`src/source/tpu_pkg.sv`:
```
package tpu_pkg;

	// grid and operand sizes
	localparam int ARRAY_SIZE = 8;
	localparam int DATA_WIDTH = 8;
	localparam int LANES_PER_WORD = 4;
	localparam int SRAM_DATA_WIDTH = 32;

	// two operand widths plus guard bits for the 8-term sum
	localparam int ACC_WIDTH = 2 * DATA_WIDTH + 5;
	localparam int OUT_WIDTH = 16;
	localparam int ROW_WIDTH = ARRAY_SIZE * OUT_WIDTH;

	localparam int RADDR_WIDTH = 5;
	localparam int WADDR_WIDTH = 3;

	// skewed words per port, and addresses issued per run
	localparam int FEED_LEN = 2 * ARRAY_SIZE - 1;
	localparam int COMPUTE_LEN = 3 * ARRAY_SIZE - 2;

	localparam logic [RADDR_WIDTH-1:0] LAST_RADDR = RADDR_WIDTH'(COMPUTE_LEN - 1);
	localparam logic [WADDR_WIDTH-1:0] LAST_ROW = WADDR_WIDTH'(ARRAY_SIZE - 1);

	// saturation bounds at accumulator width
	localparam logic signed [ACC_WIDTH-1:0] SAT_MAX = 32767;
	localparam logic signed [ACC_WIDTH-1:0] SAT_MIN = -32768;

	// controller phases
	localparam logic [1:0] ST_IDLE = 2'd0;
	localparam logic [1:0] ST_FEED = 2'd1;
	localparam logic [1:0] ST_DRAIN = 2'd2;

endpackage

```
`src/source/result_writer.sv`:
```
`timescale 1ns/1ps

module result_writer (
	input  logic clk,
	input  logic srstn,
	input  logic row_valid,
	input  logic [tpu_pkg::WADDR_WIDTH-1:0] row_sel,
	input  logic [tpu_pkg::ARRAY_SIZE*tpu_pkg::ACC_WIDTH-1:0] row_acc,
	output logic result_we,
	output logic [tpu_pkg::WADDR_WIDTH-1:0] result_waddr,
	output logic [tpu_pkg::ROW_WIDTH-1:0] result_wdata
);

	logic [tpu_pkg::ROW_WIDTH-1:0] packed_row;

	// clip to signed 16 bits
	function automatic logic [tpu_pkg::OUT_WIDTH-1:0] saturate(
		input logic signed [tpu_pkg::ACC_WIDTH-1:0] value
	);
		logic signed [tpu_pkg::ACC_WIDTH-1:0] clipped;

		clipped = value;
		if (value >= tpu_pkg::SAT_MAX) begin
			clipped = tpu_pkg::SAT_MAX;
		end else if (value <= tpu_pkg::SAT_MIN) begin
			clipped = tpu_pkg::SAT_MIN;
		end
		return clipped[tpu_pkg::OUT_WIDTH-1:0];
	endfunction

	// column 0 goes to the top 16 bits
	always_comb begin
		for (int j = 0; j < tpu_pkg::ARRAY_SIZE; j++) begin
			packed_row[(tpu_pkg::ARRAY_SIZE-1-j)*tpu_pkg::OUT_WIDTH +: tpu_pkg::OUT_WIDTH] =
				saturate($signed(row_acc[j*tpu_pkg::ACC_WIDTH +: tpu_pkg::ACC_WIDTH]));
		end
	end

	always_ff @(posedge clk) begin
		if (!srstn) begin
			result_we <= 1'b0;
		end else begin
			result_we <= row_valid;
		end
	end

	// address and data follow the enable, zero between writes
	always_ff @(posedge clk) begin
		if (row_valid) begin
			result_waddr <= row_sel;
			result_wdata <= packed_row;
		end else begin
			result_waddr <= '0;
			result_wdata <= '0;
		end
	end

	a_waddr_known: assert property (@(posedge clk) disable iff (!srstn)
		result_we |-> !$isunknown(result_waddr));

endmodule

```
`config.mk`:
```
export PLATFORM = sky130hd
export DESIGN_NAME = result_writer
export DESIGN_NICKNAME = d
export VERILOG_FILES = /design/src/source/tpu_pkg.sv /design/src/source/result_writer.sv
export SDC_FILE = /design/constraint.sdc
export NUM_CORES = 1
export LEC_CHECK = 0
export CELL_PAD_IN_SITES_DETAIL_PLACEMENT = 1
export CELL_PAD_IN_SITES_GLOBAL_PLACEMENT = 2
export CORE_MARGIN = 4
export CORE_UTILIZATION = 25
export CTS_CLUSTER_SIZE = 24
export DETAILED_ROUTE_END_ITERATION = 12
export DONT_BUFFER_PORTS = 1
export PLACE_DENSITY_LB_ADDON = 0.1
export SETUP_SLACK_MARGIN = 0.2
export SYNTH_ARGS = -nofsm -noshare
export SYNTH_HDL_FRONTEND = slang
export SYNTH_SLANG_ARGS = --single-unit
```
`constraint.sdc`:
```
create_clock -name clk -period 2.4 [get_ports clk]
set_input_delay 0.48 -clock clk [delete_from_list [all_inputs] [get_ports clk]]
set_output_delay 0.48 -clock clk [all_outputs]
set_load 0.02 [all_outputs]
```
Word-level counts from Yosys, hierarchy flattened
Index checks and enable logic that the tools add are counted.
{"block": "word_totals", "out_inout_bits": 132, "elab_cells": 52, "ff_bits": 132, "input_bits": 174}
{"block": "classes", "reduce_logical": 8, "muxes": 16, "n_lt_le_gt_ge": 16, "n_bitwise": 1}
{"cell": "$ge A21 B16 Y1 const B", "count": 8}
{"cell": "$le A21 B16 Y1 const B", "count": 8}
{"cell": "$mux W16", "count": 8}
{"cell": "$mux W15", "count": 8}
{"cell": "$reduce_or A2 Y1", "count": 8}
{"cell": "$not A1 Y1", "count": 1}

Longest topological paths before layout
{"block": "logic_depth", "depth_word": 3, "mapped_depth": 5, "mapped_depth_nobuf": 4}

Least setup slack after synthesis
OpenSTA, ideal clock, no wires.
{"block": "synth_path", "path_type": "input to register", "start": "input row_acc[39] (netlist name)", "end": "register result_wdata[101] (netlist name)", "arrival_time_ns": 1.503, "cell_stages": 5, "t_required_ns": 2.285, "n_path_buf": 1, "path_slack_ns": 0.783, "setup_ns": 0.115, "path_cell_list": "or4_1 nor2_1 a21oi_2 buf_6 o21a_1"}
{"block": "synth_via", "elab_chain_cells": 3, "elab_cells_between_ends": 4, "classes_between": "order compare: 2; mux: 2"}
{"element": "start: declaration", "line_no": "result_writer.sv:8", "source": "input logic [tpu_pkg::ARRAY_SIZE*tpu_pkg::ACC_WIDTH-1:0] row_acc,"}
{"element": "$le A21 B16 Y1", "line_no": "result_writer.sv:25", "source": "end else if (value <= tpu_pkg::SAT_MIN) begin"}
{"element": "$mux W16", "line_no": "result_writer.sv:25"}
{"element": "$mux W15 (*)", "line_no": "result_writer.sv:23", "source": "if (value >= tpu_pkg::SAT_MAX) begin"}
{"element": "end signal: assignment", "line_no": "result_writer.sv:51", "source": "result_wdata <= packed_row;"}
{"element": "end: declaration", "line_no": "result_writer.sv:11", "source": "output logic [tpu_pkg::ROW_WIDTH-1:0] result_wdata"}
Every way passes the cells marked *; elsewhere a longest branch is shown, timed or not.
A chain may end at the register's enable or synchronous reset.

Final worst setup path
{"block": "layout_path", "start": "input row_acc[135] (netlist name)", "end": "register result_wdata[27] (netlist name)"}
Same word-level chain as after synthesis.

==> results.yml <==
status:
  status: "completed"
setup_path:
  path_cells: "nand4_1 -> or4_1 -> a21oi_2 -> o21a_1"
  path_delay_family: "compound AO/OA/AOI/OAI gates"
  startpoint: "row_acc[135]"
  cp_data_arrival_time_ns: 1.82
  cp.depth: 4
  max_stage_delay_ns: 0.56
  cp-endpoint: "result_wdata[27]"
  crit_path_start_kind: "input port"
  cp_max_fo: 12
  cp_data_required_time_ns: 2.75
  critPathKind: "input port to register"
  crit_slowest_cell: "or4_1"
  worst-path-buf-inv: 0
  cp-end-kind: "register"
finish:
  nets: 601
  diodes: 0
  fill_cells: 2015
  drive_above_1_share_pct: 12.5
  post-route-cell-area_mm2: 0.00551
  syn_to_final_growth_pct: 17.9
placed_design:
  pre_cts_ws_ns: 0.432
  place_area_mm2: 0.00487
  port_buffers: 0
  gp_routability_congestion: 0.738
  dpl.hpwl_um: 12700
timing:
  tightest_slew_ns: 0.957
  relSlewSlack_pct: 36.2
  post-route-worst-setup-slack_ns: 0.925
  fin_crit_ns: 1.48
  rsz0062_at_grt: "no"
  whs_ns: 0.186
  finalHoldViolCount: 0
  period_share_pct: 61.5
  setup_viol: 0
  max_freq_mhz: 678
  drv_slew: 0
  finalSetupTns_ns: 0
power_and_ir_drop:
  p_sw_share_pct: 24.7
  max-vdd-ir-drop_uv: 451
  comb_power_share_pct: 4.2
  power_switching_uw: 1380
  pwr-share-seq_pct: 45.6
  internal_power_uw: 4220
  p_leak_uw: 0.00191
  clkPwrFrac_pct: 50.2
  powerDensity_mw_per_mm2: 1020
route:
  first_pass_iters: 4
  ant_nets: 0
  via_count: 3478
  vias_per_cell: 5.20
  route.detailed.drc: 0
  routed_wl_um: 16000
  wl_per_cell_um: 23.9
  drtIter0Drc: 104
logic_synthesis:
  synth_top_cell_by_area: "dfxtp_1"
  synth-main-ff-cell: "dfxtp_1"
  netlist_instances: 419
  syn_area_mm2: 0.00467
  seq_area_frac_synth_pct: 56.6
  synth-async-reset-ratio_pct: 0
  synth_seq_cells: 132
  synthTopCellsByCount: "dfxtp_1 (132), o21a_1 (120), nand4_1 (32)"
  avgSynthCellArea_um2: 11.2
  yosysWarningCount: 0
  synth-edff-count: 0
  yosysTopAreaCellShare_pct: 56.6
  yosysUniqueCellTypes: 17
  synth_nets: 593
  synth_area_leaders: "dfxtp_1 (57%), o21a_1 (19%), nand4_1 (4.3%), nor4_1 (3.2%), o32ai_2 (2.8%)"
  synth_most_common_cell: "dfxtp_1"
global_route:
  grt_max_degree: 22
  grt_pass1_wl_um: 23300
  gr-total-overflow: 0
  antenna_found_initial: 0
  track_usage_pct: 15.0
  grt_pass1_vias: 3940
cts:
  ctsHoldBuffers: 0
  clk_pin_slew_worst_paths_ns: 0.06
  cts_tree: "done"
  numCtsBuffers: 17
  h-tree-depth: 4
  root_buffer: "clkbuf_16"
  clockBufferDepth: 2
  cts.sinks: 132
  cts_setup_buffers: 0
  cts_resized: 0
die:
  coreArea_mm2: 0.0181
  start_util_pct: 25.7
  die_h_um: 145
  boundaryPins: 306
  die_area_mm2: 0.0209
  fp.dieW_um: 145
  core.rowCount: 49
job:
  cap_violations: 0
min_path:
  hold_class: "input port to register"
state kept, by name (all words and copies together), names as in the netlist:
name          flops
result_wdata    128
result_waddr      3
result_we         1
cell families after synthesis:
family | count (synthesis) | synth area share (%)
buf+inv | 19 | 3.05
simple gates | 132 | 16.8
compound gates | 136 | 23.6
flops | 132 | 56.6
per-layer routing:
layer / global-route usage (%) / share of wire, %
met3: 9.69 / 15
met5: 0 / 0
met2: 25.4 / 49
met4: 5.50 / 1.4
met1: 14.9 / 34
worst min-delay path by stage:
| stage | startpoint | endpoint | slack [ns] | depth (start not counted) |
|---|---|---|---|---|
| 2_1_floorplan | row_acc[41] | result_wdata[111] | 0.60 | 1 |
| 6_report | row_acc[41] | result_wdata[111] | 0.19 | 1 |
| 3_3_place_gp | row_acc[20] | result_wdata[127] | 0.60 | 1 |
| 3_5_place_dp | row_acc[104] | result_wdata[63] | 0.61 | 1 |
| 5_1_grt | row_acc[21] | result_wdata[96] | 0.16 | 1 |
| 4_1_cts | row_acc[41] | result_wdata[111] | 0.16 | 1 |
layout make-up:
cell class | count | area, um^2 | share of cell area [%]
Multi-Input combinational cell | 268 | 1890 | 34.2
Clock inverter | 14 | 199 | 3.61
Sequential cell | 132 | 2640 | 48.0
Clock buffer | 18 | 439 | 7.97
Inverter | 1 | 3.75 | 0.0681
Tap cell | 229 | 287 | 5.20
Timing Repair Buffer | 7 | 52.6 | 0.954
power groups by stage:
stage / clock [uW] / sequential, uW / combinational, uW
finish: 2810 / 2560 / 235
global route: 3010 / 2570 / 268
CTS: 2900 / 2560 / 241
detailed placement: 0 / 2610 / 239
global placement: 0 / 2620 / 233
floorplan: 0 / 2570 / 206
stage by stage:
step | cells | utilization [%] | total power, uW
detailed placement | 637 | 26.8 | 2850
global placement | 637 | 26.8 | 2850
floorplan | 419 | - | 2780
CTS | 669 | 30.4 | 5700
global route | 669 | 30.4 | 5850
finish | 669 | 30.4 | 5600
placed cells by master, fill, tap and decap left out:
cell	Yosys	routed
a21oi_2	8	8
and2_1	12	12
and4_1	8	8
buf_4	0	7
bufinv_16	0	4
clkbuf_16	0	17
clkbuf_8	0	1
clkinv_2	0	1
clkinv_4	0	1
clkinvlp_4	0	4
dfxtp_1	132	132
inv_1	1	1
inv_6	0	4
nand2_1	8	8
nand3_1	8	8
nand4_1	32	32
nor2_1	16	16
nor3_1	8	8
nor4_1	24	24
o21a_1	120	120
o32ai_2	8	8
or4_1	16	16
Note: power is estimated with default switching activity, not from simulation.
