$ cat src/source/tpu_pkg.sv
package tpu_pkg;

	// grid and operand sizes
	localparam int ARRAY_SIZE = 8;
	localparam int DATA_WIDTH = 8;
	localparam int LANES_PER_WORD = 4;
	localparam int SRAM_DATA_WIDTH = 32;

	// two operand widths plus guard bits for the 8-term sum
	localparam int ACC_WIDTH = 2 * DATA_WIDTH + 5;
	localparam int OUT_WIDTH = 16;
	localparam int ROW_WIDTH = ARRAY_SIZE * OUT_WIDTH;

	localparam int RADDR_WIDTH = 5;
	localparam int WADDR_WIDTH = 3;

	// skewed words per port, and addresses issued per run
	localparam int FEED_LEN = 2 * ARRAY_SIZE - 1;
	localparam int COMPUTE_LEN = 3 * ARRAY_SIZE - 2;

	localparam logic [RADDR_WIDTH-1:0] LAST_RADDR = RADDR_WIDTH'(COMPUTE_LEN - 1);
	localparam logic [WADDR_WIDTH-1:0] LAST_ROW = WADDR_WIDTH'(ARRAY_SIZE - 1);

	// saturation bounds at accumulator width
	localparam logic signed [ACC_WIDTH-1:0] SAT_MAX = 32767;
	localparam logic signed [ACC_WIDTH-1:0] SAT_MIN = -32768;

	// controller phases
	localparam logic [1:0] ST_IDLE = 2'd0;
	localparam logic [1:0] ST_FEED = 2'd1;
	localparam logic [1:0] ST_DRAIN = 2'd2;

endpackage

$ cat src/source/tpu_ctrl.sv
`timescale 1ns/1ps

module tpu_ctrl (
	input  logic clk,
	input  logic srstn,
	input  logic start,
	output logic [tpu_pkg::RADDR_WIDTH-1:0] raddr,
	output logic clear_acc,
	output logic shift_en,
	output logic row_valid,
	output logic [tpu_pkg::WADDR_WIDTH-1:0] row_sel,
	output logic done
);

	logic [1:0] state;
	logic last_row;

	// start only counts in idle; clear the sums on that same edge
	assign clear_acc = (state == tpu_pkg::ST_IDLE) && start;

	// first drain cycle still carries the final shift
	assign row_valid = (state == tpu_pkg::ST_DRAIN) && !shift_en;

	// phase and address counter
	always_ff @(posedge clk) begin
		if (!srstn) begin
			state <= tpu_pkg::ST_IDLE;
			raddr <= '0;
		end else begin
			case (state)
				tpu_pkg::ST_IDLE: begin
					if (start) begin
						state <= tpu_pkg::ST_FEED;
					end
				end
				tpu_pkg::ST_FEED: begin
					if (raddr == tpu_pkg::LAST_RADDR) begin
						state <= tpu_pkg::ST_DRAIN;
						raddr <= '0;
					end else begin
						raddr <= raddr + 1'b1;
					end
				end
				tpu_pkg::ST_DRAIN: begin
					if (row_valid && row_sel == tpu_pkg::LAST_ROW) begin
						state <= tpu_pkg::ST_IDLE;
					end
				end
				default: begin
					state <= tpu_pkg::ST_IDLE;
				end
			endcase
		end
	end

	// shift one cycle behind the address, matching the read latency
	always_ff @(posedge clk) begin
		if (!srstn) begin
			shift_en <= 1'b0;
		end else begin
			shift_en <= (state == tpu_pkg::ST_FEED);
		end
	end

	// row counter for readout
	always_ff @(posedge clk) begin
		if (!srstn) begin
			row_sel <= '0;
		end else if (row_valid) begin
			if (row_sel == tpu_pkg::LAST_ROW) begin
				row_sel <= '0;
			end else begin
				row_sel <= row_sel + 1'b1;
			end
		end
	end

	// done lands one cycle after the writer registers the last row
	always_ff @(posedge clk) begin
		if (!srstn) begin
			last_row <= 1'b0;
			done <= 1'b0;
		end else begin
			last_row <= row_valid && (row_sel == tpu_pkg::LAST_ROW);
			done <= last_row;
		end
	end

	// one done per run
	a_done_pulse: assert property (@(posedge clk) disable iff (!srstn)
		done |=> !done);

	// readout starts right after the last shift has landed
	a_drain_start: assert property (@(posedge clk) disable iff (!srstn)
		$fell(shift_en) |-> row_valid);

	// every readout begins at row 0
	a_row_start: assert property (@(posedge clk) disable iff (!srstn)
		$rose(row_valid) |-> (row_sel == '0));

endmodule

$ cat config.mk
export PLATFORM = sky130hd
export DESIGN_NAME = tpu_ctrl
export DESIGN_NICKNAME = d
export VERILOG_FILES = /design/src/source/tpu_pkg.sv /design/src/source/tpu_ctrl.sv
export SDC_FILE = /design/constraint.sdc
export NUM_CORES = 1
export LEC_CHECK = 0
export BUFFER_PORTS_ARGS = -buffer_cell sky130_fd_sc_hd__buf_4
export CORE_MARGIN = 2
export CORE_UTILIZATION = 43
export CTS_CLUSTER_DIAMETER = 40
export CTS_CLUSTER_SIZE = 40
export DETAILED_ROUTE_END_ITERATION = 7
export GPL_TIMING_DRIVEN = 0
export PLACE_DENSITY_LB_ADDON = 0.12
export SLEW_MARGIN = 40
export SYNTH_ARGS = -nofsm -noshare
export SYNTH_HDL_FRONTEND = slang
export SYNTH_SLANG_ARGS = --single-unit
export TNS_END_PERCENT = 100
$ cat constraint.sdc
create_clock -name clk -period 1.1 [get_ports clk]
set_input_delay 0.22 -clock clk [delete_from_list [all_inputs] [get_ports clk]]
set_output_delay 0.22 -clock clk [all_outputs]
set_load 0.02 [all_outputs]
Word level (Yosys, flattened, before mapping) --
Cells that the tools add are included.
Cells by class: add/subtract/negate cells 2, equal/unequal tests 7, mux-type cells 6, reduce and logical (&&, ||, !) cells 6
Operators with widths (number):
- $mux W2 | 3
- $pmux W2 S3 | 1
- $add A5 B1 Y5 const B | 1
- $eq A5 B5 Y1 const B | 1
- $mux W5 | 1
- $ne A2 B2 Y1 const B | 2
- $add A3 B1 Y3 const B | 1
- $eq A3 B3 Y1 const B | 1
- $logic_and A1 B1 Y1 | 3
- $mux W3 | 1
- $reduce_and A3 Y1 | 1
- $eq A2 B1 Y1 const B | 1
- $eq A2 B2 Y1 const B | 1
- $logic_not A2 Y1 | 1
- $ne A2 B1 Y1 const B | 1
- $logic_not A1 Y1 | 1
Word-level totals: bits in registers 13, input port bits 3, output and inout port bits 12

Depth between registers and ports, before layout --
Gate-level depths: netlist of the first run.
depth in word-level cells 5, gate-level depth with buffers 5, depth with buffers taken out 5

Worst setup path before layout of the first run --
Ideal clock, no wire load.
path kind reg-to-reg, start point register raddr[0] in the netlist's numbering, end point register raddr[4] in the netlist's numbering, data arrival time 1.242 ns, required time 1.024 ns, slack -0.218 ns, stages on the path, launching flop included 5, path buffers 0, cells stage by stage dfxtp_1 -> ha_1 -> nand3_1 -> or3_1 -> a31oi_1
On the way: longest elaborated chain between the ends 2, elaborated cells between the ends (all ways) 3, classes of those cells add/sub: 1; eq/ne: 1; mux: 1
Ends and longest elaborated chain:
- start, declared | line tpu_ctrl.sv:7 | output logic [tpu_pkg::RADDR_WIDTH-1:0] raddr,
- start signal, assigned | line tpu_ctrl.sv:41 | raddr <= raddr + 1'b1;
- $add A5 B1 Y5 / $eq A5 B5 Y1 (equally long branches) | line tpu_ctrl.sv:41, tpu_ctrl.sv:37
- $mux W5 (*) | line tpu_ctrl.sv:37 | if (raddr == tpu_pkg::LAST_RADDR) begin
Mark *: on every way between the ends. The rest lies on a longest branch, timed or not. A chain may end at the register's enable or synchronous reset.

Worst setup path in the final report of the first run --
start point register state[1], end point output row_valid
On the way: longest elaborated chain between the ends 2
Ends and longest elaborated chain:
- start, declared | line tpu_ctrl.sv:15 | logic [1:0] state;
- start signal, assigned | line tpu_ctrl.sv:27 | state <= tpu_pkg::ST_IDLE;
- start signal, assigned | line tpu_ctrl.sv:33 | state <= tpu_pkg::ST_FEED;
- start signal, assigned | line tpu_ctrl.sv:38 | state <= tpu_pkg::ST_DRAIN;
- $eq A2 B2 Y1 | line tpu_ctrl.sv:22 | assign row_valid = (state == tpu_pkg::ST_DRAIN) && !shift_en;
- $logic_and A1 B1 Y1 | line tpu_ctrl.sv:22
- end, declared | line tpu_ctrl.sv:10 | output logic row_valid,
No other way between the ends.

==> flow_metrics.tcl, run 1 <==
set metrics [dict create \
    outcome "finished, violations left" \
    violations "setup timing" \
    dieWidth_um 40.3 \
    rsz0062_at_grt "yes" \
    crit_required_ns 0.88 \
    cts_buffers 3 \
    detail-route-antenna-nets 0 \
    path_cells "nor3b_4 -> buf_6" \
    wl_per_cell_um 12.0 \
    critical_path.top_delay_family "flip-flops" \
    hold_violations 0 \
    portBuffers 14 \
    synthCells 58 \
    tns_ns -0.836 \
    min_period_ns 1.23 \
    cts.sinks 13 \
    finalNetCount 92 \
    place_congestion 0.666 \
    root_buffer "clkbuf_4" \
    regArea_um2 282 \
    dp_slack_ns -0.135 \
    vdd_drop_max_uv 796 \
    maxCapViolations 0 \
    cts_tree "done" \
    dieHeight_um 40.3 \
    finClkSkew_ns 0.00430 \
    max_freq_mhz 811 \
    row_count 13 \
    grt_pass1_vias 423 \
    grt_overflow_total 0 \
    final_util 0.698 \
    power_per_cell_area_nw_per_um2 1020 \
    vias 513 \
    critPathSlowestCell "dfxtp_2" \
    yosys.area.top_type_share 0.460 \
    grt_antenna_before_repair 0 \
    worst-setup-path-type "register to output pin" \
    ctsHoldBuffers 0 \
    wirelength_mm 1.19 \
    worstPathMaxFanout 5 \
    power.leakage_nw 0.373 \
    finalSetupViolCount 11 \
    power_mw 0.902 \
    yosysSeqAreaShare 0.460 \
    multi_input_area_um2 363 \
    htree_levels 1 \
    dpl.hpwl_um 758 \
    area_delta_synth_final_pct 56.6 \
    clkTransAtPathRegs_ns 0.08 \
    dr.pass1.iters 4 \
    grt_pass1_wl_mm 1.79 \
    diodes 0 \
    fin_hold_ws_ns 0.185 \
    slew_headroom 0.798 \
    grt_max_degree 11 \
    cp_slowest_stage_delay_ns 0.36 \
    ioPinCount 15 \
    worstPathArrival_ns 1.01 \
    drv_slew 0 \
    ys_warn_count 0 \
    drive_gt1_frac 0.560 \
    tightest_slew_ns 0.302 \
    yosysTopAreaCell "dfxtp_1" \
    hp-class "primary input to register" \
    synth_area_um2 566 \
    core_area_um2 1270 \
    fin_ws_ns -0.133 \
    viasPerCell 5.18 \
    dieArea_um2 1620 \
    worstSkewPairLatency_ns 0.27 \
    path_buf_inv 1 \
    startpoint_type "register" \
    initial_utilization 0.446 \
    netlist-cell-type-count 23 \
    n_fill_cell 108 \
    period_share 1.12 \
    clockBufferDepth 2 \
    drc 0 \
    syn_avg_cell_area_um2 9.75 \
    synth_nets 65 \
    ys_ff_latch 13 \
    end_kind "output pin" \
    synth_area_leaders "dfxtp_1 (46%), ha_1 (8.8%), mux2i_1 (7.1%)" \
    grt_use_total 0.170 \
    drtIter0Drc 11 \
]
[Yosys cell counts]
master,number
a311oi_1,1
nand3_1,2
or3_1,1
clkinv_1,1
a31oi_1,1
nor3b_1,1
nor2_1,7
nand2_1,4
and2_1,1
and2b_1,2
nand3b_1,3
inv_1,1
dfxtp_1,13
a2bb2oi_1,1
nand2b_2,1
nand4_1,1
nor3b_2,1
and3_1,1
nand2b_1,2
mux2i_1,4
nand4b_1,1
ha_1,4
a21oi_1,4
[cells in the final DEF, fill, tap and decap left out, types with 2 or more instances in the layout]
| cell type | instances |
|---|---|
| buf_4 | 16 |
| nor2_1 | 7 |
| buf_6 | 6 |
| dfxtp_2 | 5 |
| nand2_1 | 4 |
| mux2i_1 | 4 |
| a21oi_1 | 4 |
| dfxtp_1 | 4 |
| dfxtp_4 | 4 |
| nand3b_1 | 3 |
| clkbuf_4 | 3 |
| ha_4 | 2 |
[state kept, by name, summed over array words and instances (netlist names)]
name,count
state,2
last_row,1
row_sel,3
shift_en,1
done,1
raddr,5
[final timing paths]
path | slack [ns] | endpoint | start | cells past startpoint
setup / recovery | -0.13 | row_valid | state[1]$_SDFFE_PN0P_ | 2
hold / removal | 0.19 | done$_SDFF_PN0_ | srstn | 2
setup reg to reg | -0.11 | state[1]$_SDFFE_PN0P_ | raddr[1]$_SDFFE_PN0N_ | 7
hold reg to reg | 0.44 | done$_SDFF_PN0_ | last_row$_SDFF_PN0_ | 1
[cell type report]
type | count | area share
inverters | 2 | 0.00847
clock buffers | 3 | 0.0254
clock inverters | 1 | 0.00565
flip-flops and latches | 13 | 0.318
well taps | 15 | 0.0212
repair buffers | 22 | 0.212
multi-input cells | 43 | 0.410
[cell families (layout without fill, tap and decap cells)]
group / count (synthesis) / in the layout / share of synthesized area
AOI/OAI and AO/OA: 7 / 7 / 0.0774
adders and majority gates: 4 / 4 / 0.0885
DFF: 13 / 13 / 0.460
and+or+nand+nor: 28 / 28 / 0.290
muxes: 4 / 4 / 0.0708
buffers and inverters: 2 / 28 / 0.0133
[per-stage QoR]
step                      instance area (um2)  std cells
after global routing                      886         99
after detailed placement                  716         87
after global placement                    716         87
after floorplan                           592         58
final                                     886         99
after CTS                                 835         96
[report_power, final]
| group | switching, mW | internal (mW) | total, mW |
|---|---|---|---|
| registers | 0.0186 | 0.479 | 0.498 |
| logic | 0.0552 | 0.0597 | 0.115 |
| clock network | 0.155 | 0.134 | 0.290 |
| total | 0.229 | 0.673 | 0.902 |
[routing by layer]
metal / share of wire / vias to the layer above / track usage
met5: 0 / - / 0
met4: 0.010 / 0 / 0.100
met3: 0.056 / 2 / 0.0389
met2: 0.45 / 12 / 0.246
met1: 0.48 / 237 / 0.229
li1: - / 262 / -
[timing repair]
| action | 4_1_cts | 5_1_grt |
|---|---|---|
| buffers inserted | 5 | 3 |
| resized for setup | 13 | 7 |
| pin swaps | 3 | 8 |
| endpoints found under the setup margin | 10 | 15 |
Note: power is estimated with default switching activity, not from simulation.
==> run 2, diff against run 1 <==
--- a/config.mk
+++ b/config.mk
@@ -7,7 +7,7 @@
 export LEC_CHECK = 0
 export BUFFER_PORTS_ARGS = -buffer_cell sky130_fd_sc_hd__buf_4
 export CORE_MARGIN = 2
-export CORE_UTILIZATION = 43
+export CORE_UTILIZATION = 30
 export CTS_CLUSTER_DIAMETER = 40
 export CTS_CLUSTER_SIZE = 40
 export DETAILED_ROUTE_END_ITERATION = 7
==> flow_metrics.tcl, run 2 (synthesis gave the netlist of run 1 again) <==
set metrics [dict create \
    outcome "finished, violations left" \
    violations "setup timing" \
    layout_commonest_cell "buf_4" \
    area_delta_synth_final_pct 59.7 \
    grt_antenna_before_repair 0 \
    period_share 1.12 \
    place_congestion 0.711 \
    regToRegStartpoint "raddr[1]$_SDFFE_PN0N_" \
    slew_headroom 0.786 \
    worstPathMaxFanout 5 \
    vias 521 \
    worstRegToRegCells 6 \
    final_cell_mix "buf_4 (15), nor2_1 (7), buf_6 (6)" \
    reg2reg_to "raddr[4]$_SDFFE_PN0N_" \
    worstPathArrival_ns 1.01 \
    root_buffer "clkbuf_4" \
    portBuffers 14 \
    cts_buffers 3 \
    maxCapViolations 0 \
    wl_per_cell_um 12.1 \
    finalNetCount 91 \
    dieWidth_um 47.4 \
    finalSetupViolCount 13 \
    end_kind "output pin" \
    drv_slew 0 \
    core_area_um2 1750 \
    startpoint_type "register" \
    ctsHoldBuffers 0 \
    clkTransAtPathRegs_ns 0.08 \
    power.leakage_nw 0.366 \
    drtIter0Drc 7 \
    worstSkewPairLatency_ns 0.27 \
    dp.cells 97 \
    finClkSkew_ns 0.00205 \
    cts.sinks 13 \
    ioPinCount 15 \
    dieHeight_um 47.4 \
    htree_levels 1 \
    hp-class "primary input to register" \
    vdd_drop_max_uv 756 \
    drc 0 \
    crit_required_ns 0.88 \
    dieArea_um2 2250 \
    grt_use_total 0.130 \
    grt_pass1_vias 492 \
    crit_path_start "state[1]$_SDFFE_PN0P_" \
    detail-route-antenna-nets 0 \
    largest_register_ffs 5 \
    wirelength_mm 1.31 \
    rrSetupSlack_ns -0.06 \
    final_cells 108 \
    dp_slack_ns -0.120 \
    reg_top3 "raddr (5), row_sel (3), state (2)" \
    drive_gt1_frac 0.554 \
    rsz0062_at_grt "yes" \
    power_per_cell_area_nw_per_um2 1010 \
    tns_ns -0.524 \
    grt_max_degree 11 \
    worst-setup-path-type "register to output pin" \
    hold_violations 0 \
    grt_pass1_wl_mm 2.04 \
    n_fill_cell 163 \
    dr.pass1.iters 4 \
    top_register "raddr" \
    cts_tree "done" \
    initial_utilization 0.324 \
    clockBufferDepth 2 \
    cp-endpoint "row_valid" \
    dpl.hpwl_um 764 \
    min_period_ns 1.23 \
    max_freq_mhz 812 \
    fin_ws_ns -0.131 \
    diodes 0 \
    grt_overflow_total 0 \
    viasPerCell 4.82 \
    tightest_slew_ns 0.318 \
    row_count 15 \
]
==> run 2: cell count changes in the layout (fill, tap and decap cells not counted), sizes merged <==
cell	change
buf	-1
clkinv	-1
clkbuf	+1
==> run 2: layout make-up <==
type | count | area [um2] | share of cell area
clock buffer | 4 | 26.3 | 0.0291
inverter | 2 | 7.51 | 0.00831
tap | 25 | 31.3 | 0.0346
timing repair buffer | 21 | 180 | 0.199
multi-input combinational | 43 | 374 | 0.414
sequential | 13 | 284 | 0.314
==> run 2: worst min-delay path by stage <==
stage                        startpoint  slack (ns)         endpoint  cells past startpoint
detailed placement  last_row$_SDFF_PN0_        0.43  done$_SDFF_PN0_                      1
floorplan                         srstn        0.34  done$_SDFF_PN0_                      1
CTS                               srstn        0.19  done$_SDFF_PN0_                      2
global placement    last_row$_SDFF_PN0_        0.41  done$_SDFF_PN0_                      1
global route                      srstn        0.18  done$_SDFF_PN0_                      2
finish                            srstn        0.19  done$_SDFF_PN0_                      2
==> run 2: routing by layer <==
layer / vias to the layer above / routed length (um) / track usage
met5: - / 0 / 0
met4: 0 / 12 / 0.0333
met3: 2 / 83 / 0.0566
met2: 17 / 633 / 0.205
met1: 247 / 576 / 0.163
li1: 255 / - / -
==> run 2: repair_timing <==
action	in CTS	in global routing
buffers inserted	7	1
endpoints found under the setup margin	12	16
pin swaps	7	4
gates cloned	0	0
hold endpoints to repair	0	0
gates resized for setup	15	10
==> run 2: power breakdown <==
part / leakage (nW) / internal (mW) / switching (mW)
Clock: 0.0150 / 0.141 / 0.153
Combinational: 0.240 / 0.0672 / 0.0593
Sequential: 0.111 / 0.477 / 0.0194
==> run 2: critical path: stages, from the launching register on <==
cell and delay, ns:
dfxtp_4 0.38, nor3b_4 0.21, buf_6 0.14
==> run 2: metrics by stage <==
step / util / hold WS, ns / instance area, um2 / power, mW
floorplan: - / 0.342 / 592 / 0.555
global placement: 0.417 / 0.413 / 728 / 0.589
detailed placement: 0.417 / 0.426 / 728 / 0.589
CTS: 0.497 / 0.186 / 868 / 0.911
global route: 0.518 / 0.182 / 903 / 0.965
finish: 0.518 / 0.186 / 903 / 0.916
==> run 3, diff against run 2 <==
==> constraint.sdc (replaced) <==
create_clock -name clk -period 1.1 [get_ports clk]
set_input_delay 0.11 -clock clk [delete_from_list [all_inputs] [get_ports clk]]
set_output_delay 0.11 -clock clk [all_outputs]
set_load 0.02 [all_outputs]
==> flow_metrics.tcl, run 3 (synthesis gave the netlist of run 1 again) <==
set metrics [dict create \
    drv_slew 0 \
    dpl.hpwl_um 764 \
    dp_slack_ns -0.120 \
    holdPathEnd "done$_SDFF_PN0_" \
    min_period_ns 1.16 \
    vdd_drop_max_uv 752 \
    reg_top3 "raddr (5), row_sel (3), state (2)" \
    largest_register_ffs 5 \
    layout_commonest_cell "buf_4" \
    drc 0 \
    worst-setup-path-type "register to register" \
    ioPinCount 15 \
    worstRegToRegCells 4 \
    cp_slowest_stage_delay_ns 0.40 \
    outcome "finished, violations left" \
    p_sw_mw 0.221 \
    tightest_slew_ns 0.324 \
    violations "setup timing" \
    grt_pass1_wl_mm 1.95 \
    maxCapViolations 0 \
    startpoint_type "register" \
    htree_levels 1 \
    root_buffer "clkbuf_4" \
    grt_antenna_before_repair 0 \
    p_comb_frac 0.118 \
    critPathSlowestCell "dfxtp_4" \
    n_fill_cell 164 \
    top_register "raddr" \
    viasPerCell 4.71 \
    min-delay-start "srstn" \
    worstSkewPairLatency_ns 0.27 \
    fin_area_um2 860 \
    dieHeight_um 47.4 \
    worstPathArrival_ns 1.35 \
    period_share 1.05 \
    dieWidth_um 47.4 \
    cts_buffers 3 \
    grt_pass1_vias 468 \
    p_clk_frac 0.322 \
    path_cells "ha_4 -> nand3_1 -> or3_1 -> a31oi_1" \
    power.leakage_nw 0.357 \
    grt_max_degree 11 \
    finalNetCount 90 \
    grt_use_total 0.124 \
    wl_per_cell_um 11.5 \
    power_per_cell_area_nw_per_um2 1040 \
    place_congestion 0.711 \
    rrSetupSlack_ns -0.06 \
    finClkSkew_ns 0.000178 \
    portBuffers 14 \
    dieArea_um2 2250 \
    drive_gt1_frac 0.488 \
    final_cell_mix "buf_4 (18), nor2_1 (7), dfxtp_1 (6)" \
    crit_required_ns 1.30 \
    regArea_um2 279 \
    row_count 15 \
    clockBufferDepth 2 \
    crit_path_start "raddr[0]$_SDFFE_PN0N_" \
    finalSetupViolCount 9 \
    multi_input_area_um2 358 \
    hold_violations 0 \
    placed_area_um2 728 \
    p_seq_frac 0.559 \
    regToRegStartpoint "raddr[0]$_SDFFE_PN0N_" \
    cts.sinks 13 \
    hp-class "primary input to register" \
    clkTransAtPathRegs_ns 0.08 \
    worstPathMaxFanout 4 \
    dr.pass1.iters 2 \
    rsz0062_at_grt "yes" \
    core_area_um2 1750 \
    fin_ws_ns -0.0564 \
    reg2reg_to "raddr[4]$_SDFFE_PN0N_" \
    max_freq_mhz 865 \
    drtIter0Drc 9 \
    area_delta_synth_final_pct 52.0 \
    final_util 0.492 \
    detail-route-antenna-nets 0 \
    diodes 0 \
    vias 504 \
    intPower_mw 0.672 \
    min_path_cells 2 \
    power_mw 0.893 \
    end_kind "register" \
    grt_overflow_total 0 \
    p_sw_frac 0.247 \
    cts_tree "done" \
    initial_utilization 0.324 \
    wirelength_mm 1.23 \
    slew_headroom 0.782 \
]
==> run 3: worst max path at each step <==
stage,end,slack [ns],cells after the start
2_1_floorplan,raddr[4]$_SDFFE_PN0N_,-0.07,4
3_3_place_gp,raddr[2]$_SDFFE_PN0N_,-0.13,5
3_5_place_dp,raddr[2]$_SDFFE_PN0N_,-0.12,5
4_1_cts,raddr[4]$_SDFFE_PN0N_,-0.04,3
5_1_grt,raddr[2]$_SDFFE_PN0N_,-0.11,6
6_report,raddr[4]$_SDFFE_PN0N_,-0.06,4
==> run 3: routing by layer <==
metal | vias to the layer above | track usage | part of all wire
met2 | 11 | 0.184 | 0.45
met5 | - | 0 | 0
met4 | 0 | 0.0333 | 0.0097
met3 | 2 | 0.0566 | 0.053
li1 | 255 | - | -
met1 | 236 | 0.164 | 0.49
==> run 3: worst max-delay path, delay by kind of cell (launching register included) <==
kind	cells	cell delay (ns)
AND/OR/NAND/NOR	2	0.41
AO/OA/AOI/OAI	1	0.13
flip-flops	1	0.40
adder cells (fa/ha/maj)	1	0.15
==> run 3: area by class of cell <==
class,count,area share
clock buffer,4,0.0306
inverter,2,0.00873
multi-input combinational,43,0.416
sequential,13,0.325
tap,25,0.0364
timing repair buffer,20,0.183
==> run 3: through the flow <==
step | std cells | setup TNS (ns) | hold WS (ns)
2_1_floorplan | 58 | -0.288 | 0.232
3_3_place_gp | 97 | -0.643 | 0.355
3_5_place_dp | 97 | -0.577 | 0.361
4_1_cts | 107 | -0.183 | 0.0757
5_1_grt | 107 | -0.921 | 0.0723
6_report | 107 | -0.220 | 0.0799
==> run 3: power groups by stage <==
| stage | combinational (mW) | sequential, mW | clock, mW |
|---|---|---|---|
| 2_1_floorplan | 0.0413 | 0.514 | 0 |
| 3_3_place_gp | 0.0822 | 0.507 | 0 |
| 3_5_place_dp | 0.0819 | 0.507 | 0 |
| 4_1_cts | 0.0947 | 0.498 | 0.303 |
| 5_1_grt | 0.119 | 0.502 | 0.326 |
| 6_report | 0.106 | 0.500 | 0.288 |
==> run 3: what timing repair did <==
action / CTS / global route
hold buffers: 0 / 0
endpoints found under the setup margin: 12 / 12
resized for setup: 5 / 8
setup buffers: 6 / 0
pin swaps: 4 / 4
